<file path="src/spi_master_params.svh">
`ifndef SPI_MASTER_PARAMS_SVH
`define SPI_MASTER_PARAMS_SVH

// transfer word width in bits
`define SPI_DATA_BITS 8

// clk cycles per sck half-period
`define SPI_CLK_DIV 2

// default bus mode is mode 0 with msb first
`define SPI_CPOL 0
`define SPI_CPHA 0
`define SPI_LSBFE 0

// slave-select lines on the bus
`define SPI_NUM_CS 4

`endif

</file>
<file path="src/spi_master_pkg.sv">
`default_nettype none

`include "spi_master_params.svh"

package spi_master_pkg;

	// one transfer word
	typedef logic [`SPI_DATA_BITS-1:0] spi_word_t;

	// index of the addressed slave
	typedef logic [$clog2(`SPI_NUM_CS)-1:0] spi_cs_sel_t;

	// select lines, active low
	typedef logic [`SPI_NUM_CS-1:0] spi_cs_vec_t;

endpackage

`default_nettype wire

</file>
<file path="src/spi_xfer_if.sv">
`timescale 1ns/1ps
`default_nettype none

interface spi_xfer_if;

	logic start;  // one-cycle request pulse
	logic busy;  // core not idle
	logic done;  // one-cycle completion pulse
	spi_master_pkg::spi_word_t tx_data;  // byte to shift out
	spi_master_pkg::spi_word_t rx_data;  // valid while done

	modport ctrl (
		output start,
		output tx_data,
		input  busy,
		input  done,
		input  rx_data
	);

	modport core (
		input  start,
		input  tx_data,
		output busy,
		output done,
		output rx_data
	);

endinterface

`default_nettype wire

</file>
<file path="src/spi_edge_if.sv">
`timescale 1ns/1ps
`default_nettype none

interface spi_edge_if;

	logic run;  // high for the whole transfer state
	logic sck_lvl;  // current sck level
	logic shift_stb;  // drive next mosi bit at this clk edge
	logic sample_stb;  // capture miso at this clk edge

	modport gen (
		input  run,
		output sck_lvl,
		output shift_stb,
		output sample_stb
	);

	modport core (
		output run,
		input  shift_stb,
		input  sample_stb
	);

endinterface

`default_nettype wire

</file>
<file path="src/spi_clk_gen.sv">
`timescale 1ns/1ps
`default_nettype none

`include "spi_master_params.svh"

module spi_clk_gen #(
	parameter int CPOL    = `SPI_CPOL,
	parameter int CPHA    = `SPI_CPHA,
	parameter int CLK_DIV = `SPI_CLK_DIV
) (
	input  logic    clk,
	input  logic    rst,
	spi_edge_if.gen edge_bus
);

	localparam int CNT_W = (CLK_DIV > 1) ? $clog2(CLK_DIV) : 1;
	localparam logic IDLE_LVL = (CPOL != 0) ? 1'b1 : 1'b0;

	logic [CNT_W-1:0] half_cnt;  // clk cycles into current half-period
	logic sck_q;
	logic tick;  // sck toggles at the end of this cycle
	logic lead_edge;
	logic trail_edge;

	assign tick = edge_bus.run && (half_cnt == CNT_W'(CLK_DIV - 1));

	// leading edge leaves the idle level, trailing edge returns to it
	assign lead_edge = tick && (sck_q == IDLE_LVL);
	assign trail_edge = tick && (sck_q != IDLE_LVL);

	always_ff @(posedge clk) begin
		if (!rst) begin
			half_cnt <= '0;
			sck_q <= IDLE_LVL;
		end else if (!edge_bus.run) begin
			half_cnt <= '0;  // restart divider for next transfer
			sck_q <= IDLE_LVL;
		end else if (tick) begin
			half_cnt <= '0;
			sck_q <= ~sck_q;
		end else begin
			half_cnt <= half_cnt + 1'b1;
		end
	end

	assign edge_bus.sck_lvl = sck_q;

	// cpha 0 samples on leading edges, cpha 1 on trailing edges
	assign edge_bus.sample_stb = (CPHA != 0) ? trail_edge : lead_edge;
	assign edge_bus.shift_stb = (CPHA != 0) ? lead_edge : trail_edge;

endmodule

`default_nettype wire

</file>
<file path="src/spi_shift_core.sv">
`timescale 1ns/1ps
`default_nettype none

`include "spi_master_params.svh"

module spi_shift_core #(
	parameter int CPHA  = `SPI_CPHA,
	parameter int LSBFE = `SPI_LSBFE
) (
	input  logic     clk,
	input  logic     rst,
	spi_xfer_if.core xfer,
	spi_edge_if.core edge_bus,
	output logic     mosi,
	input  logic     miso
);

	localparam int DATA_BITS = `SPI_DATA_BITS;
	localparam int BIT_W = $clog2(DATA_BITS + 1);

	typedef enum logic [1:0] {
		S_IDLE,
		S_LOAD,
		S_TRANS,
		S_ACK
	} state_t;

	state_t state;
	logic [BIT_W-1:0] bit_cnt;  // sample strobes seen so far
	spi_master_pkg::spi_word_t tx_sr;
	spi_master_pkg::spi_word_t rx_sr;
	spi_master_pkg::spi_word_t tx_next;
	spi_master_pkg::spi_word_t rx_next;
	logic out_bit;
	logic last_edge;  // final sck edge of the byte
	logic finish;
	logic tx_step;  // put next bit on mosi

	assign out_bit = (LSBFE != 0) ? tx_sr[0] : tx_sr[DATA_BITS-1];
	assign tx_next = (LSBFE != 0) ? (tx_sr >> 1) : (tx_sr << 1);
	assign rx_next = (LSBFE != 0) ? {miso, rx_sr[DATA_BITS-1:1]}
		: {rx_sr[DATA_BITS-2:0], miso};

	// cpha 1 ends on the last sample, cpha 0 on the trailing edge after it
	assign last_edge = (CPHA != 0)
		? (edge_bus.sample_stb && (bit_cnt == BIT_W'(DATA_BITS - 1)))
		: (edge_bus.shift_stb && (bit_cnt == BIT_W'(DATA_BITS)));
	assign finish = (state == S_TRANS) && last_edge;

	// with cpha 0 the first bit goes out during load
	assign tx_step = ((state == S_LOAD) && (CPHA == 0))
		|| ((state == S_TRANS) && edge_bus.shift_stb && !last_edge);

	always_ff @(posedge clk) begin
		if (!rst) begin
			state <= S_IDLE;
			bit_cnt <= '0;
		end else begin
			case (state)
				S_IDLE: begin
					if (xfer.start) begin
						state <= S_LOAD;
						bit_cnt <= '0;
					end
				end
				S_LOAD: begin
					state <= S_TRANS;
				end
				S_TRANS: begin
					if (edge_bus.sample_stb)
						bit_cnt <= bit_cnt + 1'b1;
					if (last_edge)
						state <= S_ACK;
				end
				default: begin
					state <= S_IDLE;  // ack lasts one cycle
				end
			endcase
		end
	end

	always_ff @(posedge clk) begin
		if (!rst)
			mosi <= 1'b1;
		else if (finish)
			mosi <= 1'b1;  // line idles high between bytes
		else if (tx_step)
			mosi <= out_bit;
	end

	always_ff @(posedge clk) begin
		if ((state == S_IDLE) && xfer.start)
			tx_sr <= xfer.tx_data;
		else if (tx_step)
			tx_sr <= tx_next;
		if ((state == S_TRANS) && edge_bus.sample_stb)
			rx_sr <= rx_next;
	end

	assign edge_bus.run = (state == S_TRANS);
	assign xfer.busy = (state != S_IDLE);
	assign xfer.done = (state == S_ACK);
	assign xfer.rx_data = rx_sr;

endmodule

`default_nettype wire

</file>
<file path="src/spi_req_ctrl.sv">
`timescale 1ns/1ps
`default_nettype none

module spi_req_ctrl (
	input  logic                        clk,
	input  logic                        rst,
	input  logic                        req,
	output logic                        ack,
	input  spi_master_pkg::spi_word_t   wr_data,
	input  spi_master_pkg::spi_cs_sel_t cs_sel,
	output spi_master_pkg::spi_word_t   rd_data,
	output spi_master_pkg::spi_cs_vec_t cs_n,
	spi_xfer_if.ctrl                    xfer
);

	typedef enum logic [1:0] {
		S_IDLE,
		S_SEL,
		S_WAIT,
		S_HOLD
	} state_t;

	state_t state;
	spi_master_pkg::spi_cs_vec_t cs_dec;  // one-hot low decode of cs_sel

	assign cs_dec = ~(spi_master_pkg::spi_cs_vec_t'(1) << cs_sel);

	always_ff @(posedge clk) begin
		if (!rst) begin
			state <= S_IDLE;
			cs_n <= '1;
		end else begin
			case (state)
				S_IDLE: begin
					if (req) begin
						state <= S_SEL;
						cs_n <= cs_dec;  // select stays put until release
					end
				end
				S_SEL: begin
					if (!xfer.busy)
						state <= S_WAIT;
				end
				S_WAIT: begin
					if (xfer.done)
						state <= S_HOLD;
				end
				default: begin
					if (!req) begin
						state <= S_IDLE;
						cs_n <= '1;  // release together with ack
					end
				end
			endcase
		end
	end

	// received byte held for the host
	always_ff @(posedge clk) begin
		if ((state == S_WAIT) && xfer.done)
			rd_data <= xfer.rx_data;
	end

	// one start per request and only into an idle core
	assign xfer.start = (state == S_SEL) && !xfer.busy;
	assign xfer.tx_data = wr_data;  // host keeps it stable under req

	assign ack = (state == S_HOLD);

endmodule

`default_nettype wire

</file>
<file path="src/spi_master_top.sv">
`timescale 1ns/1ps
`default_nettype none

`include "spi_master_params.svh"

module spi_master_top (
	input  logic                        clk,
	input  logic                        rst,
	input  logic                        req,
	output logic                        ack,
	input  spi_master_pkg::spi_word_t   wr_data,
	input  spi_master_pkg::spi_cs_sel_t cs_sel,
	output spi_master_pkg::spi_word_t   rd_data,
	output spi_master_pkg::spi_cs_vec_t cs_n,
	output logic                        sck,
	output logic                        mosi,
	input  logic                        miso
);

	spi_xfer_if xfer_bus ();  // controller to shift core
	spi_edge_if edge_bus ();  // clock generator to shift core

	spi_req_ctrl u_req_ctrl (
		.clk     (clk),
		.rst     (rst),
		.req     (req),
		.ack     (ack),
		.wr_data (wr_data),
		.cs_sel  (cs_sel),
		.rd_data (rd_data),
		.cs_n    (cs_n),
		.xfer    (xfer_bus.ctrl)
	);

	spi_clk_gen #(
		.CPOL    (`SPI_CPOL),
		.CPHA    (`SPI_CPHA),
		.CLK_DIV (`SPI_CLK_DIV)
	) u_clk_gen (
		.clk      (clk),
		.rst      (rst),
		.edge_bus (edge_bus.gen)
	);

	spi_shift_core #(
		.CPHA  (`SPI_CPHA),
		.LSBFE (`SPI_LSBFE)
	) u_shift_core (
		.clk      (clk),
		.rst      (rst),
		.xfer     (xfer_bus.core),
		.edge_bus (edge_bus.core),
		.mosi     (mosi),
		.miso     (miso)
	);

	assign sck = edge_bus.sck_lvl;  // registered in the generator

endmodule

`default_nettype wire

</file>
<file path="config.mk">
export PLATFORM = sky130hd
export DESIGN_NAME = spi_master_top
export DESIGN_NICKNAME = d
export VERILOG_FILES = /design/src/spi_master_pkg.sv /design/src/spi_xfer_if.sv /design/src/spi_edge_if.sv /design/src/spi_clk_gen.sv /design/src/spi_shift_core.sv /design/src/spi_req_ctrl.sv /design/src/spi_master_top.sv
export VERILOG_INCLUDE_DIRS = /design/src
export SDC_FILE = /design/constraint.sdc
export NUM_CORES = 1
export LEC_CHECK = 0
export BUFFER_PORTS_ARGS = -buffer_cell sky130_fd_sc_hd__buf_2
export CAP_MARGIN = 20
export CORE_MARGIN = 2
export CORE_UTILIZATION = 49
export DETAILED_ROUTE_END_ITERATION = 8
export PLACE_DENSITY = 0.74
export SYNTH_ARGS = -nofsm -noshare
export SYNTH_HDL_FRONTEND = slang
export SYNTH_SLANG_ARGS = --single-unit
</file>
<file path="constraint.sdc">
create_clock -name clk -period 1.7 [get_ports clk]
set_input_delay 0.085 -clock clk [delete_from_list [all_inputs] [get_ports clk]]
set_output_delay 0.085 -clock clk [all_outputs]
set_load 0.005 [all_outputs]
</file>
Yosys cells after proc, flatten, opt, wreduce, memory -nomap -nowiden
Index checks and enable logic that the tools add are counted.

Input bits: 14. Output and inout port bits: 15. Register bits: 39.

Reduce and logical (&&, ||, !) cells: 27. Multiplexer cells: 16. Equality and inequality tests: 15. Bitwise gates (word level): 5. $add $sub $neg: 2. Shift-type cells: 1.

Operators by type and width (count): 4-bit two-way mux (4); 8-bit two-way mux (2); 4-bit one-hot mux with 2 select lines (2); 2-bit two-way mux (6); 2-bit one-hot mux with 3 select lines (2); 1-bit logical AND (11); 2-bit by 1-bit != test with 1-bit output (second input constant) (5); 2-bit == test (second input constant) (4); 3-bit AND reduction (2); 2-bit nonzero test (3); 4-bit by 1-bit adder with 4-bit output (second input constant) (1); 2-bit by 1-bit == test with 1-bit output (second input constant) (2); 4-bit == test (second input constant) (1); 2-bit logical NOT (2); 2-bit != test (second input constant) (2); 4-bit by 1-bit != test with 1-bit output (second input constant) (1); 1-bit NOT (4); 4-bit NOT (1); 2-bit AND reduction (2); 4-bit AND reduction (1); 2-bit OR reduction (2); 1-bit by 2-bit left shift with 4-bit output (first input constant) (1); 3-bit OR reduction (1); 1-bit logical NOT (2); 2 further kinds (2).

Longest topological paths before layout
Word-level depth: 9. Gate-level depth with buffers: 7.

Modules after synthesis
From an unflattened synthesis, not the netlist that was laid out.

Cell total of the unflattened synthesis: 149. Area total of the unflattened synthesis: 1799.2 µm².

Modules (own cells, without submodules): spi_shift_core (times used 1, area an instance 1046.0 µm², cells an instance 83); spi_req_ctrl (times used 1, area an instance 678.2 µm², cells an instance 57); spi_clk_gen (times used 1, area an instance 75.1 µm², cells an instance 9).

Least setup slack after synthesis
Ideal clock, no wire load.

Path type: register to register. Start: register u_shift_core.state[0]. End: register u_shift_core.tx_sr[0], enable pin. Buffers on the path: 1. Cell stages (with the launch flop): 6. Data required time: 1.413 ns. Setup slack: 0.060 ns. Arrival time: 1.354 ns. Setup time: 0.287 ns. Cell sequence: dfxtp_1 > inv_1 > ha_1 > buf_4 > and3_1 > a221o_1.

Word-level cells in the longest chain between the ends: 8. Elaborated cells on any way between the ends: 15.

Ends and longest elaborated chain: from (decl) (line spi_shift_core.sv:28) `state_t state;`; from (signal assigned) (line spi_shift_core.sv:56) `state <= S_IDLE;`; from (signal assigned) (line spi_shift_core.sv:62) `state <= S_LOAD;`; from (signal assigned) (line spi_shift_core.sv:67) `state <= S_TRANS;`; 2-bit == test (line spi_shift_core.sv:52, spi_shift_core.sv:100); 1-bit logical AND (line spi_clk_gen.sv:25) `assign tick = edge_bus.run && (half_cnt == CNT_W'(CLK_DIV - 1));`; 1-bit logical AND (line spi_clk_gen.sv:29) `assign trail_edge = tick && (sck_q != IDLE_LVL);`; 1-bit logical AND (line spi_shift_core.sv:47) `: (edge_bus.shift_stb && (bit_cnt == BIT_W'(DATA_BITS)));`; 1-bit logical NOT (line spi_shift_core.sv:52) `|| ((state == S_TRANS) && edge_bus.shift_stb && !last_edge);`; 1-bit logical AND (line spi_shift_core.sv:52); 1-bit logical OR (line spi_shift_core.sv:52); 2-bit nonzero test (no source line) *; to (signal assigned) (line spi_shift_core.sv:93) `tx_sr <= xfer.tx_data;`; to (signal assigned) (line spi_shift_core.sv:95) `tx_sr <= tx_next;`; to (decl) (line spi_shift_core.sv:30) `spi_master_pkg::spi_word_t tx_sr;`.

Every way passes the cells marked *; elsewhere a longest branch is shown, timed or not. A chain may end at the register's enable or synchronous reset.

Worst setup path in the final report
Start: register u_shift_core.state[0]. End: register u_shift_core.bit_cnt[2].

Word-level cells in the longest chain between the ends: 5. Elaborated cells on any way between the ends: 12.

Ends and longest elaborated chain: 2-bit == test or 2-bit nonzero test (tied branches) (line spi_shift_core.sv:59, spi_shift_core.sv:100, spi_shift_core.sv:101); 1-bit logical AND or 1-bit logical NOT (tied branches); 1-bit logical AND (on tied branches) (line spi_clk_gen.sv:28, spi_req_ctrl.sv:65); 2-bit by 1-bit != test with 1-bit output (no source line); 3-bit AND reduction (no source line); to (signal assigned) (line spi_shift_core.sv:71) `bit_cnt <= bit_cnt + 1'b1;`; to (decl) (line spi_shift_core.sv:29) `logic [BIT_W-1:0] bit_cnt;`.

Several ways; a longest one is shown, not always the timed one.

==> results.txt <==
Setup repair after global routing missed its margin: no
Layout cells sized above 1: 38.7%
CP bufs+invs: 1
CP startpoint kind: register
Clk slew on worst S/H paths: 120 ps
Max cap viols: 0
Die area: 4090 sq um
Vias in the first global route: 1075
Crit path arrival time: 1870 ps
CP Class: reg2reg
Final setup fails: 0
Delay-heaviest family, CP: compound AO/OA/AOI/OAI gates
Largest cells by area after synthesis: edfxtp_1 (41%), dfxtp_1 (17%), ha_1 (7.8%)
Synthesized net count: 159
Final critical-path required period: 1610 ps
Area of the mapped netlist: 1760 sq um
Crit Path Max Fanout: 7
Max-slew violation count: 0
Root Driver: clkbuf_4
Power density cells: 1550 nW/um^2
Sequential share of the synthesized area: 58.0%
Initial antenna violation count: 0
Starting density of the core: 51.9%
#FFs+latches synth: 39
Hold Path Class: in2reg
Vias: 1134
Synth warn: 0
Max Fclk: 620 MHz
# port buffers: 28
R2R cell count: 6
Area leader, netlist: edfxtp_1
Syn Inst Count: 134
Top-area cell type share of the netlist area: 40.9%
Vert. Die Dim: 63.9 microns
I/O pins: 29
Vias/cell: 5.18
Crit end category: register
Die X: 63.9 microns
GRT Total Usage: 15.6%
Drt wl/cell: 13.4 microns
Max clock buf depth: 2
Row count: 21
CP Cell Sequence: inv_1, ha_2, and2b_4, a211oi_4, o21ai_1, a31o_1
Drt initial violations: 44
TritonCTS Buffers: 5
Most frequent cells in the layout: buf_2 (28), edfxtp_1 (24), dfxtp_1 (11), nand2_1 (10), nor2_1 (10)
Commonest non-fill, non-tap cell in the layout: buf_2
P_leak: 0.825 nW
Worst VDD drop: 1.26 mV
Post-Route WL: 2.92 mm
First-pass GRT wire length: 4.87 mm
Floorplan core area: 3390 sq um
DRT antenna net count: 0
Skew-Pair Late Insertion Delay: 340 ps
Fin crit share: 94.9%
Asr flop ratio synth: 0%
Area Growth Syn to Fin: 21.3%
DR pass1 iterations: 4
Status: completed
Critical-path top delay cell: dfxtp_4
Cells on Worst Hold Path: 2
Final hold violations: 0
HPWL Detailed: 2.04 mm
Fin nets: 197
Worst-Margin Slew: 386 ps
EDFF count, synth: 24
Power, Total: 3.31 mW
Ys flop type: edfxtp_1
Slew margin rel.: 74.3%
Count of cell types in the netlist: 40
Largest net degree at the start of global routing: 19
Placer Congestion: 0.742
WP depth: 6
DRC: 0
CTS tree: yes
CTS sink cnt: 39
Worst Skew: 11.7 ps
Mean Syn Cell Area: 13.1 sq um
ANT cells: 0
Final Util: 63.0%
Grt total ovfl: 0
Req. time, crit path: 1950 ps
H-tree depth: 2
CP max stage delay: 380 ps
Yosys cell counts (2+ instances only):
library cell  count
nor3_1            2
nor2_1           10
and3_1            2
mux2_2            7
o21ai_1           5
nand3_1           2
dfxtp_1          15
inv_1             8
nor2b_1           2
clkbuf_1          2
edfxtp_1         24
mux2i_1           3
and4b_1           3
ha_1             11
nand3b_1          2
and2_1            3
nand2_1          10
stage by stage:
step	worst slack, ps	hold slack, ps	cell area [sq um]	setup TNS, ps	std cells
5_1_grt	11.0	30.0	2140	0	219
4_1_cts	7.64	26.2	2070	0	216
2_1_floorplan	59.5	184	1760	0	134
3_5_place_dp	-10.5	271	1960	-10.5	207
6_report	86.9	33.9	2140	0	219
3_3_place_gp	59.3	263	1960	0	207
timing repair:
item / 4_1_cts / 5_1_grt
endpoints found under the hold margin: 1 / 0
setup buffers: 0 / 3
pin swaps: 0 / 2
resized for setup: 1 / 12
endpoints found under the setup margin: 1 / 22
hold buffers: 1 / 0
cell type report:
class / instances / area (sq um)
flip-flops and latches: 39 / 1030
repair buffers: 34 / 188
well taps: 46 / 57.6
clock buffers: 6 / 41.3
clock inverters: 2 / 60.1
multi-input cells: 84 / 728
inverters: 8 / 30.0
fillers: 280 / 1250
kinds of logic after synthesis:
| logic type | count (synthesis) | synth area share, % |
|---|---|---|
| AO/OA/AOI/OAI | 17 | 9.10 |
| buffers and inverters | 11 | 2.56 |
| multiplexers | 10 | 6.18 |
| adder cells (fa/ha/maj) | 11 | 7.82 |
| AND/OR/NAND/NOR | 46 | 16.3 |
| flip-flops | 39 | 58.0 |
final timing paths:
kind	slack, ps	endpoint	from
hold reg to reg	440	u_req_ctrl.rd_data[7]	u_shift_core.xfer.rx_data[7]
setup / recovery	90	u_shift_core.bit_cnt[2]	u_shift_core.state[0]
setup reg to reg	90	u_shift_core.bit_cnt[2]	u_shift_core.state[0]
hold / removal	30	u_shift_core.tx_sr[1]	wr_data[1]
layer usage:
layer | track usage, % | part of all wire [%] | wire length (microns) | vias up
met3 | 5.81 | 5.4 | 157 | 8
met5 | 0 | 0 | 0 | -
li1 | - | - | - | 563
met1 | 18.8 | 43 | 1270 | 536
met2 | 25.1 | 49 | 1430 | 27
met4 | 5.98 | 2.3 | 68 | 0
power breakdown:
group	switching [mW]	internal, mW	leakage, nW	total, mW
Sequential	0.0930	1.25	0.344	1.34
Clock	0.295	0.459	0.0525	0.754
Combinational	0.613	0.608	0.428	1.22
Total	1.00	2.31	0.825	3.31
state kept, by name, summed over array words and instances, names as in the netlist:
signal and cells:
u_shift_core.state 2, u_shift_core.xfer.rx_data 8, u_clk_gen.edge_bus.sck_lvl 1, u_shift_core.bit_cnt 4, u_shift_core.tx_sr 8, u_req_ctrl.rd_data 8
u_req_ctrl.state 2, u_clk_gen.half_cnt 1, u_shift_core.mosi 1, u_req_ctrl.cs_n 4
(Power assumes the default switching activity.)
